<file path="src/bridge_pkg.sv">
// AHB to APB bridge definitions

package bridge_pkg;

  // ------------------------------------------------------------
  // Widths
  // ------------------------------------------------------------
  localparam int ADDR_WIDTH = 32;
  localparam int DATA_WIDTH = 32;
  localparam int NUM_SLAVES = 4;

  // Slave index sits in haddr[13:12]
  localparam int SEL_LSB   = 12;
  localparam int SEL_WIDTH = 2;

  // ------------------------------------------------------------
  // Types
  // ------------------------------------------------------------
  typedef logic [ADDR_WIDTH-1:0] addr_t;
  typedef logic [DATA_WIDTH-1:0] data_t;
  typedef logic [1:0]            htrans_t;

  // One-hot peripheral select
  typedef logic [NUM_SLAVES-1:0] slave_sel_t;

  // ------------------------------------------------------------
  // AHB transfer codes
  // ------------------------------------------------------------
  // IDLE and BUSY are ignored by the bridge
  localparam htrans_t HTRANS_NONSEQ = 2'd2;
  localparam htrans_t HTRANS_SEQ    = 2'd3;

  // ------------------------------------------------------------
  // APB sequencer states
  // ------------------------------------------------------------
  typedef enum logic [1:0] {
    APB_IDLE   = 2'd0,
    APB_SETUP  = 2'd1,
    APB_ACCESS = 2'd2
  } apb_state_t;

endpackage

</file>
<file path="src/ahb2apb_bridge.sv">
// AHB-Lite to APB bridge top

`timescale 1ns/10ps

module ahb2apb_bridge import bridge_pkg::*; (
  input  logic                  hclk15,
  input  logic                  hreset_n15,
  // AHB slave port
  input  logic                  hsel,
  input  addr_t                 haddr,
  input  htrans_t               htrans,
  input  logic                  hwrite,
  input  data_t                 hwdata,
  output data_t                 hrdata,
  output logic                  hready,
  // APB master port
  output addr_t                 paddr,
  output logic                  pwrite,
  output data_t                 pwdata,
  output logic                  penable,
  output slave_sel_t            psel,
  input  logic [NUM_SLAVES-1:0] pready,
  input  data_t                 prdata0,
  input  data_t                 prdata1,
  input  data_t                 prdata2,
  input  data_t                 prdata3
);

  logic       req;
  addr_t      cap_addr;
  logic       cap_write;
  slave_sel_t cap_sel;
  logic       xfer_done;
  logic       sel_ready;

  // ------------------------------------------------------------
  // Capture stage
  // ------------------------------------------------------------
  ahb_capture ahb_capture_inst (
    .hclk15     (hclk15),
    .hreset_n15 (hreset_n15),
    .hsel       (hsel),
    .haddr      (haddr),
    .htrans     (htrans),
    .hwrite     (hwrite),
    .hwdata     (hwdata),
    .xfer_done  (xfer_done),
    .hready     (hready),
    .req        (req),
    .addr       (cap_addr),
    .write      (cap_write),
    .sel        (cap_sel),
    .wdata      (pwdata)
  );

  // ------------------------------------------------------------
  // APB sequencing
  // ------------------------------------------------------------
  apb_sequencer apb_sequencer_inst (
    .hclk15     (hclk15),
    .hreset_n15 (hreset_n15),
    .req        (req),
    .addr       (cap_addr),
    .write      (cap_write),
    .sel        (cap_sel),
    .sel_ready  (sel_ready),
    .psel       (psel),
    .penable    (penable),
    .paddr      (paddr),
    .pwrite     (pwrite),
    .xfer_done  (xfer_done)
  );

  // ------------------------------------------------------------
  // Read return
  // ------------------------------------------------------------
  apb_read_return apb_read_return_inst (
    .hclk15     (hclk15),
    .hreset_n15 (hreset_n15),
    .psel       (psel),
    .pready     (pready),
    .prdata0    (prdata0),
    .prdata1    (prdata1),
    .prdata2    (prdata2),
    .prdata3    (prdata3),
    .xfer_done  (xfer_done),
    .sel_ready  (sel_ready),
    .hrdata     (hrdata)
  );

endmodule

</file>
<file path="src/ahb_capture.sv">
// AHB transfer capture

`timescale 1ns/10ps

module ahb_capture import bridge_pkg::*; (
  input  logic       hclk15,
  input  logic       hreset_n15,
  input  logic       hsel,
  input  addr_t      haddr,
  input  htrans_t    htrans,
  input  logic       hwrite,
  input  data_t      hwdata,
  input  logic       xfer_done,
  output logic       hready,
  output logic       req,
  output addr_t      addr,
  output logic       write,
  output slave_sel_t sel,
  output data_t      wdata
);

  logic                 valid_trans;
  logic                 accept;
  logic                 data_phase;
  logic [SEL_WIDTH-1:0] sel_idx;

  // ------------------------------------------------------------
  // Address phase decode
  // ------------------------------------------------------------
  // Only NONSEQ and SEQ start a transfer
  assign valid_trans = hsel && ((htrans == HTRANS_NONSEQ) || (htrans == HTRANS_SEQ));
  assign accept      = hready && valid_trans;

  // Every address maps to a slave, so no miss case
  assign sel_idx = haddr[SEL_LSB +: SEL_WIDTH];

  // Handshake state
  always_ff @(posedge hclk15 or negedge hreset_n15) begin
    if (!hreset_n15) begin
      hready     <= 1'b1;
      req        <= 1'b0;
      data_phase <= 1'b0;
    end else begin
      data_phase <= accept;
      if (accept) begin
        hready <= 1'b0;
        req    <= 1'b1;
      end else if (xfer_done) begin
        hready <= 1'b1;
        req    <= 1'b0;
      end
    end
  end

  // Held steady while req is up
  always_ff @(posedge hclk15) begin
    if (accept) begin
      addr  <= haddr;
      write <= hwrite;
      sel   <= slave_sel_t'(1) << sel_idx;
    end
  end

  // ------------------------------------------------------------
  // Data phase
  // ------------------------------------------------------------
  // Write data arrives one cycle after acceptance
  always_ff @(posedge hclk15 or negedge hreset_n15) begin
    if (!hreset_n15) begin
      wdata <= '0;
    end else if (data_phase) begin
      wdata <= hwdata;
    end
  end

  // Completion only ends an outstanding transfer
  assert property (@(posedge hclk15) disable iff (!hreset_n15)
    xfer_done |-> req);

endmodule

</file>
<file path="src/apb_read_return.sv">
// APB read data return

`timescale 1ns/10ps

module apb_read_return import bridge_pkg::*; (
  input  logic                  hclk15,
  input  logic                  hreset_n15,
  input  slave_sel_t            psel,
  input  logic [NUM_SLAVES-1:0] pready,
  input  data_t                 prdata0,
  input  data_t                 prdata1,
  input  data_t                 prdata2,
  input  data_t                 prdata3,
  input  logic                  xfer_done,
  output logic                  sel_ready,
  output data_t                 hrdata
);

  data_t prdata_arr [NUM_SLAVES];
  data_t rdata_sel;

  assign prdata_arr[0] = prdata0;
  assign prdata_arr[1] = prdata1;
  assign prdata_arr[2] = prdata2;
  assign prdata_arr[3] = prdata3;

  // pready of the selected slave only
  assign sel_ready = |(psel & pready);

  // AND-OR mux, psel is one-hot
  always_comb begin
    rdata_sel = '0;
    for (int i = 0; i < NUM_SLAVES; i++) begin
      rdata_sel = rdata_sel | ({DATA_WIDTH{psel[i]}} & prdata_arr[i]);
    end
  end

  // ------------------------------------------------------------
  // Registered return to AHB
  // ------------------------------------------------------------
  always_ff @(posedge hclk15 or negedge hreset_n15) begin
    if (!hreset_n15) begin
      hrdata <= '0;
    end else if (xfer_done) begin
      hrdata <= rdata_sel;
    end
  end

endmodule

</file>
<file path="src/apb_sequencer.sv">
// APB transfer sequencer

`timescale 1ns/10ps

module apb_sequencer import bridge_pkg::*; (
  input  logic       hclk15,
  input  logic       hreset_n15,
  input  logic       req,
  input  addr_t      addr,
  input  logic       write,
  input  slave_sel_t sel,
  input  logic       sel_ready,
  output slave_sel_t psel,
  output logic       penable,
  output addr_t      paddr,
  output logic       pwrite,
  output logic       xfer_done
);

  apb_state_t state;

  // Last ACCESS cycle of the transfer
  assign xfer_done = (state == APB_ACCESS) && sel_ready;

  // ------------------------------------------------------------
  // IDLE -> SETUP -> ACCESS -> IDLE
  // ------------------------------------------------------------
  always_ff @(posedge hclk15 or negedge hreset_n15) begin
    if (!hreset_n15) begin
      state   <= APB_IDLE;
      psel    <= '0;
      penable <= 1'b0;
      paddr   <= '0;
      pwrite  <= 1'b0;
    end else begin
      case (state)
        APB_IDLE: begin
          if (req) begin
            state  <= APB_SETUP;
            psel   <= sel;
            paddr  <= addr;
            pwrite <= write;
          end
        end

        APB_SETUP: begin
          state   <= APB_ACCESS;
          penable <= 1'b1;
        end

        APB_ACCESS: begin
          // Wait states extend ACCESS until pready
          if (sel_ready) begin
            state   <= APB_IDLE;
            psel    <= '0;
            penable <= 1'b0;
          end
        end

        default: begin
          state   <= APB_IDLE;
          psel    <= '0;
          penable <= 1'b0;
        end
      endcase
    end
  end

  // ------------------------------------------------------------
  // Protocol checks
  // ------------------------------------------------------------
  assert property (@(posedge hclk15) disable iff (!hreset_n15)
    $onehot0(psel));

  assert property (@(posedge hclk15) disable iff (!hreset_n15)
    penable |-> (psel != '0));

  // Address, direction and select frozen until the access ends
  assert property (@(posedge hclk15) disable iff (!hreset_n15)
    ((state == APB_SETUP) || ((state == APB_ACCESS) && !sel_ready))
      |=> ($stable(paddr) && $stable(pwrite) && $stable(psel)));

endmodule

</file>
<file path="config.mk">
export PLATFORM = sky130hd
export DESIGN_NAME = ahb2apb_bridge
export DESIGN_NICKNAME = d
export VERILOG_FILES = /design/src/bridge_pkg.sv /design/src/ahb2apb_bridge.sv /design/src/ahb_capture.sv /design/src/apb_read_return.sv /design/src/apb_sequencer.sv
export SDC_FILE = /design/constraint.sdc
export NUM_CORES = 1
export LEC_CHECK = 0
export BUFFER_PORTS_ARGS = -buffer_cell sky130_fd_sc_hd__clkbuf_2
export CAP_MARGIN = 20
export CORE_MARGIN = 5
export CORE_UTILIZATION = 49
export CTS_BUF_LIST = sky130_fd_sc_hd__clkbuf_4 sky130_fd_sc_hd__clkbuf_8 sky130_fd_sc_hd__clkbuf_16
export CTS_CLUSTER_SIZE = 40
export DETAILED_ROUTE_END_ITERATION = 8
export MAX_ROUTING_LAYER = met4
export PLACE_DENSITY = 0.86
export SYNTH_ARGS = -nofsm -noshare
export SYNTH_HDL_FRONTEND = slang
export SYNTH_SLANG_ARGS = --single-unit
</file>
<file path="constraint.sdc">
create_clock -name hclk15 -period 2.7 [get_ports hclk15]
set_input_delay 0.135 -clock hclk15 [delete_from_list [all_inputs] [get_ports hclk15]]
set_output_delay 0.135 -clock hclk15 [all_outputs]
set_load 0.01 [all_outputs]
</file>
==> results of run 1 <==
cells by family (layout without fill, tap and decap cells):
logic type	count (synthesis)	after routing	synth area share, %
buf+inv	31	413	2.691
mux	101	101	19.48
compound gates	71	71	9.451
other cells	0	7	0
flops	144	144	65.21
simple gates	45	45	3.165
where the power goes:
part           internal (mW)  switching, mW  total, mW
combinational          0.169          0.104      0.273
sequential              2.24              0       2.24
clock                   1.38          0.878       2.26
total                   3.78          0.982       4.77
state kept, by name (all words and copies together) (netlist names):
signal and count:
ahb_capture_inst.addr 32, ahb_capture_inst.data_phase 1, ahb_capture_inst.hready 1, ahb_capture_inst.req 1, ahb_capture_inst.sel 4, ahb_capture_inst.wdata 32, ahb_capture_inst.write 1, apb_read_return_inst.hrdata 32
apb_sequencer_inst.paddr 32, apb_sequencer_inst.penable 1, apb_sequencer_inst.psel 4, apb_sequencer_inst.pwrite 1, apb_sequencer_inst.state 2
Yosys cell counts:
library cell | number | area share (%)
a22oi_1 | 64 | 8.3
inv_1 | 4 | 0.26
a211oi_4 | 1 | 0.34
dfrtp_1 | 106 | 46
nand2_1 | 32 | 2.1
nand3_1 | 1 | 0.086
a31oi_1 | 1 | 0.11
o21a_1 | 1 | 0.13
nor2_1 | 7 | 0.45
buf_4 | 3 | 0.39
buf_6 | 3 | 0.58
a22oi_2 | 2 | 0.43
o21ai_0 | 2 | 0.17
mux2_2 | 69 | 13
mux2i_1 | 4 | 0.69
nor2b_1 | 2 | 0.22
buf_1 | 3 | 0.19
and2_1 | 1 | 0.11
dfstp_2 | 1 | 0.45
clkbuf_1 | 13 | 0.84
edfxtp_1 | 37 | 19
nor3b_1 | 1 | 0.13
mux2_1 | 28 | 5.4
nand4_1 | 1 | 0.11
buf_2 | 5 | 0.43
cells in the final DEF, fill, tap and decap left out, types with 7 or more instances in the layout:
master,count
edfxtp_1,37
clkbuf_16,17
nor2_1,7
dfrtp_1,106
clkbuf_2,302
buf_4,8
mux2_2,69
dlygate4sd3_1,66
a22oi_1,64
nand2_1,32
mux2_1,28
diode_2,7
path summary, 6_finish.rpt:
path                                                          endpoint  depth (start not counted)
min reg2reg                   apb_sequencer_inst.paddr[24]$_DFFE_PN0P_                          1
min                        apb_read_return_inst.hrdata[16]$_DFFE_PN0P_                          4
max reg2reg                apb_read_return_inst.hrdata[10]$_DFFE_PN0P_                          4
max                        apb_read_return_inst.hrdata[10]$_DFFE_PN0P_                          4
max in group asynchronous          ahb_capture_inst.hready$_DFFE_PN1P_                          3
min in group asynchronous        ahb_capture_inst.wdata[6]$_DFFE_PN0P_                          2
per-layer routing:
layer | vias up | wire length, um
li1 | 2205 | -
met1 | 2479 | 7024
met4 | 0 | 946
met3 | 71 | 1446
met5 | - | 0
met2 | 325 | 10410
per-stage QoR:
stage	hold slack (ns)	cells
2_1_floorplan	-0.1606	392
3_3_place_gp	0.1953	820
3_5_place_dp	0.2053	820
4_1_cts	0.02320	917
5_1_grt	0.04650	924
6_report	0.04219	924
worst max-delay path, stage by stage, from the launching register on:
cell and delay [ns]:
dfrtp_1 0.36, a22oi_2 0.12, a211oi_4 0.56, buf_12 0.28
mux2_1 0.36
timing repair:
action,4_1_cts,5_1_grt
gates resized for setup,0,0
hold buffers,66,0
hold endpoints to repair,113,0
area by class of cell:
cell class | count | area [um2]
Clock inverter | 11 | 115.1
Timing Repair Buffer | 378 | 2272
Sequential cell | 144 | 3790
Multi-Input combinational cell | 217 | 1871
Antenna cell | 7 | 17.52
Fill cell | 699 | 2809
Tap cell | 143 | 178.9
Clock buffer | 20 | 447.9
Inverter | 4 | 15.01
==> impl_metrics.env, run 1 <==
export IMPL_run_status="complete, no violations"
export IMPL_fin_skew_ns=0.01565
export IMPL_worstSetupPathType="reg -> reg"
export IMPL_end_kind="flop"
export IMPL_syn_to_final_growth_pct=49.82
export IMPL_ys_ff_latch=144
export IMPL_p_leak_nw=4.642
export IMPL_ioPinCount=305
export IMPL_post_route_cell_area_um2=8707
export IMPL_cts_clk_slew_worst_paths_ns=0.06
export IMPL_netlist_area_um2=5812
export IMPL_fmax_mhz=552.3
export IMPL_met1_usage_pct=31.76
export IMPL_dieArea_um2=14140
export IMPL_cts_root_buf="clkbuf_16"
export IMPL_r2r_setup_slack_ns=0.89
export IMPL_clk_path_buf_depth=2
export IMPL_min_from="prdata3[16]"
export IMPL_drc=0
export IMPL_synth_distinct_cells=25
export IMPL_clk_latency_ns=0.43
export IMPL_grt_overflow=0
export IMPL_grt_pass1_wl_um=30740
export IMPL_timing_rr_start="apb_sequencer_inst.psel[2]$_DFFE_PN0P_"
export IMPL_finalSetupTns_ns=0
export IMPL_cp_max_fo=27
export IMPL_dr_pass1_iters=6
export IMPL_antenna_found_initial=7
export IMPL_top_usage_layer="met2"
export IMPL_grt_setup_unrepaired="false"
export IMPL_hold_viol=0
export IMPL_placed_area_um2=7466
export IMPL_cp_start_kind="flop"
export IMPL_gr_usage_met2_pct=49.45
export IMPL_syn_inst=392
export IMPL_cp_required_ns=2.99
export IMPL_startpoint="apb_sequencer_inst.psel[2]$_DFFE_PN0P_"
export IMPL_grt_usage_pct=29.47
export IMPL_core_um2=11520
export IMPL_grt_max_degree=60
export IMPL_syn_nets=594
export IMPL_setup_viol=0
export IMPL_tightest_slew_ns=0.6627
export IMPL_postRouteAntennaNets=0
export IMPL_die_w_um=118.9
export IMPL_gp_congestion=0.8843
export IMPL_wirelength_um=19830
export IMPL_drt_iter0_markers=552
export IMPL_maxCapViolCount=0
export IMPL_htreeDepth=4
export IMPL_final_util_pct=75.61
export IMPL_die_h_um=118.9
export IMPL_critPathArrivalTime_ns=2.10
export IMPL_fin_crit_ns=1.811
export IMPL_vias_per_cell=5.498
export IMPL_power_density_nw_per_um2=547.4
export IMPL_vias=5080
export IMPL_initial_core_util_pct=50.47
export IMPL_period_share_pct=67.06
export IMPL_slew_headroom_pct=55.82
export IMPL_post_place_ws_ns=0.8922
export IMPL_postCtsSetupRepairBufs=0
export IMPL_drive_gt1_share_pct=53.49
export IMPL_ir_worst_vdd_mv=0.6169
export IMPL_nNetsFinal=964
export IMPL_fin_total_pwr_mw=4.766
export IMPL_cts_tree="done"
export IMPL_yosysSeqAreaShare_pct=65.21
export IMPL_port_buffers=303
export IMPL_yosys_warnings=0
export IMPL_cts_sinks=144
export IMPL_numCtsBuffers=17
export IMPL_grtUsageMet3_pct=7.915
export IMPL_hold_path_class="in -> reg"
export IMPL_wire_per_inst_um=21.46
export IMPL_worst_slack_ns=0.8894
export IMPL_row_count=39
export IMPL_synth_area_per_cell_um2=14.83
export IMPL_drv_slew=0
export IMPL_grt_pass1_vias=5456
export IMPL_dp_hpwl_um=13220
(Power assumes the default switching activity.)
==> run 2, diff against run 1 <==
--- a/config.mk
+++ b/config.mk
@@ -8,12 +8,12 @@
 export BUFFER_PORTS_ARGS = -buffer_cell sky130_fd_sc_hd__clkbuf_2
 export CAP_MARGIN = 20
 export CORE_MARGIN = 5
-export CORE_UTILIZATION = 49
+export CORE_UTILIZATION = 45
 export CTS_BUF_LIST = sky130_fd_sc_hd__clkbuf_4 sky130_fd_sc_hd__clkbuf_8 sky130_fd_sc_hd__clkbuf_16
 export CTS_CLUSTER_SIZE = 40
 export DETAILED_ROUTE_END_ITERATION = 8
 export MAX_ROUTING_LAYER = met4
-export PLACE_DENSITY = 0.86
+export PLACE_DENSITY = 0.8
 export SYNTH_ARGS = -nofsm -noshare
 export SYNTH_HDL_FRONTEND = slang
 export SYNTH_SLANG_ARGS = --single-unit
==> constraint.sdc (replaced) <==
create_clock -name hclk15 -period 1.8 [get_ports hclk15]
set_input_delay 0.09 -clock hclk15 [delete_from_list [all_inputs] [get_ports hclk15]]
set_output_delay 0.09 -clock hclk15 [all_outputs]
set_load 0.01 [all_outputs]
==> run 2 against run 1 <==
Critical path depth stayed put. Fmax up 17%. Clock skew shrank 0.0055 ns. Combinational power is 58% higher. Sequential power up 50%. First-iteration DRC count is 54% lower. Largest power group unchanged. Critical path type unchanged.
==> impl_metrics.env, run 2 (synthesized netlist as in run 1, its figures left out) <==
export IMPL_final_util_pct=71.50
export IMPL_initial_core_util_pct=46.05
export IMPL_row_count=41
export IMPL_setup_viol=0
export IMPL_cp_required_ns=2.09
export IMPL_grt_usage_pct=25.63
export IMPL_slew_headroom_pct=71.72
export IMPL_drive_gt1_share_pct=53.33
export IMPL_vias_per_cell=5.091
export IMPL_final_cell_mix="clkbuf_2 (302), dfrtp_1 (106), dlygate4sd3_1 (80)"
export IMPL_final_cells=973
export IMPL_grt_pass1_wl_um=28340
export IMPL_grt_setup_unrepaired="false"
export IMPL_period_share_pct=86.16
export IMPL_ir_worst_vdd_mv=0.7404
export IMPL_hold_viol=0
export IMPL_cts_sinks=144
export IMPL_run_status="complete, no violations"
export IMPL_ioPinCount=305
export IMPL_cts_tree="done"
export IMPL_critPathMaxStageDelay_ns=0.39
export IMPL_grt_overflow=0
export IMPL_drt_iter0_markers=254
export IMPL_nNetsFinal=984
export IMPL_port_buffers=303
export IMPL_clk_latency_ns=0.41
export IMPL_p_leak_nw=4.753
export IMPL_power_density_nw_per_um2=834.0
export IMPL_htreeDepth=4
export IMPL_gp_congestion=0.8052
export IMPL_drc=0
export IMPL_die_h_um=123.6
export IMPL_wirelength_um=19060
export IMPL_finalSetupTns_ns=0
export IMPL_cp_max_fo=30
export IMPL_fmax_mhz=644.8
export IMPL_fin_skew_ns=0.01017
export IMPL_drv_slew=0
export IMPL_grt_pass1_vias=5325
export IMPL_end_kind="flop"
export IMPL_cts_clk_slew_worst_paths_ns=0.06
export IMPL_syn_to_final_growth_pct=55.24
export IMPL_dp_hpwl_um=13330
export IMPL_placed_area_um2=7576
export IMPL_fin_crit_ns=1.551
export IMPL_wire_per_inst_um=19.59
export IMPL_cts_root_buf="clkbuf_16"
export IMPL_post_route_cell_area_um2=9022
export IMPL_fill_cells=839
export IMPL_antenna_found_initial=5
export IMPL_grt_max_degree=40
export IMPL_cp_start_kind="flop"
export IMPL_vias=4954
export IMPL_dieArea_um2=15290
export IMPL_crit_family="compound AO/OA/AOI/OAI gates"
export IMPL_place_inst=855
export IMPL_path_cells="a22oi_2 > a211oi_4 > buf_12 > mux2_2"
export IMPL_clk_path_buf_depth=2
export IMPL_hold_path_class="in -> reg"
export IMPL_core_um2=12620
export IMPL_holdWs_ns=0.01594
export IMPL_postRouteAntennaNets=0
export IMPL_worstSetupPathType="reg -> reg"
export IMPL_path_buf_inv=1
export IMPL_numCtsBuffers=17
export IMPL_tightest_slew_ns=0.4222
export IMPL_slowest_stage="dfrtp_1"
export IMPL_die_w_um=123.6
export IMPL_critPathArrivalTime_ns=1.84
export IMPL_maxCapViolCount=0
export IMPL_dr_pass1_iters=5
export IMPL_final_common_cell="clkbuf_2"
==> run 2: changes by cell type in the layout (fill, tap and decap cells not counted), sizes merged <==
cell         previous run  this run
clkbuf                322       321
inv                     7         5
buf                    10        16
clkinvlp                1         3
bufinv                  2         4
diode                   7         6
dlygate4sd3            66        80
==> run 2: final cells by class <==
type	instances	area, um2	share of cell area [%]
Inverter	4	18.77	0.2080
Antenna cell	6	15.01	0.1664
Clock inverter	13	183.9	2.039
Sequential cell	144	3790	42.01
Clock buffer	19	446.7	4.951
Multi-Input combinational cell	217	1871	20.73
Tap cell	172	215.2	2.385
Timing Repair Buffer	398	2482	27.51
==> run 2: metrics by stage <==
| stage | power, mW | worst slack [ns] |
|---|---|---|
| finish | 7.525 | 0.2491 |
| global route | 7.768 | 0.1612 |
| CTS | 7.579 | 0.2261 |
| detailed placement | 3.703 | 0.2372 |
| global placement | 3.695 | 0.2793 |
| floorplan | 3.421 | 0.1330 |
==> run 2: worst reg2reg max path, stage by stage, from the launching register on <==
cell	delay, ns
dfrtp_1	0.39
a22oi_2	0.13
a211oi_4	0.31
buf_12	0.24
mux2_2	0.38
==> run 2: repair_timing <==
action,CTS,global route
setup endpoints to repair,0,0
hold buffers,80,0
setup buffers,0,0
hold endpoints to repair,185,0
resized for setup,0,0
==> run 2: path summary, 6_finish.rpt <==
check	startpoint	endpoint	slack [ns]	cells past startpoint
worst max-delay path	apb_sequencer_inst.psel[2]$_DFFE_PN0P_	apb_read_return_inst.hrdata[2]$_DFFE_PN0P_	0.25	4
worst min-delay path	prdata3[27]	apb_read_return_inst.hrdata[27]$_DFFE_PN0P_	0.02	4
worst max register to register	apb_sequencer_inst.psel[2]$_DFFE_PN0P_	apb_read_return_inst.hrdata[2]$_DFFE_PN0P_	0.25	4
worst min register to register	ahb_capture_inst.addr[26]$_DFFE_PP_	apb_sequencer_inst.paddr[26]$_DFFE_PN0P_	0.48	1
max in group asynchronous	hreset_n15	ahb_capture_inst.hready$_DFFE_PN1P_	0.96	3
min in group asynchronous	hreset_n15	ahb_capture_inst.wdata[22]$_DFFE_PN0P_	0.12	2
==> run 2: routing by layer <==
metal  GRT usage, %  wire length (um)  share of wire, %  vias up
met4          11.35               604               3.2        0
li1               -                 -                 -     2243
met5              -                 0                 0        -
met2          44.04             10140                53      262
met3          7.175              1383               7.3       34
met1          27.70              6930                36     2415
==> run 2: power breakdown <==
part / internal (mW) / leakage [nW] / switching, mW / total (mW)
clock network: 2.38 / 0.305 / 1.36 / 3.74
registers: 3.35 / 1.81 / 0 / 3.35
logic: 0.276 / 2.64 / 0.155 / 0.431
total: 6.00 / 4.75 / 1.52 / 7.52
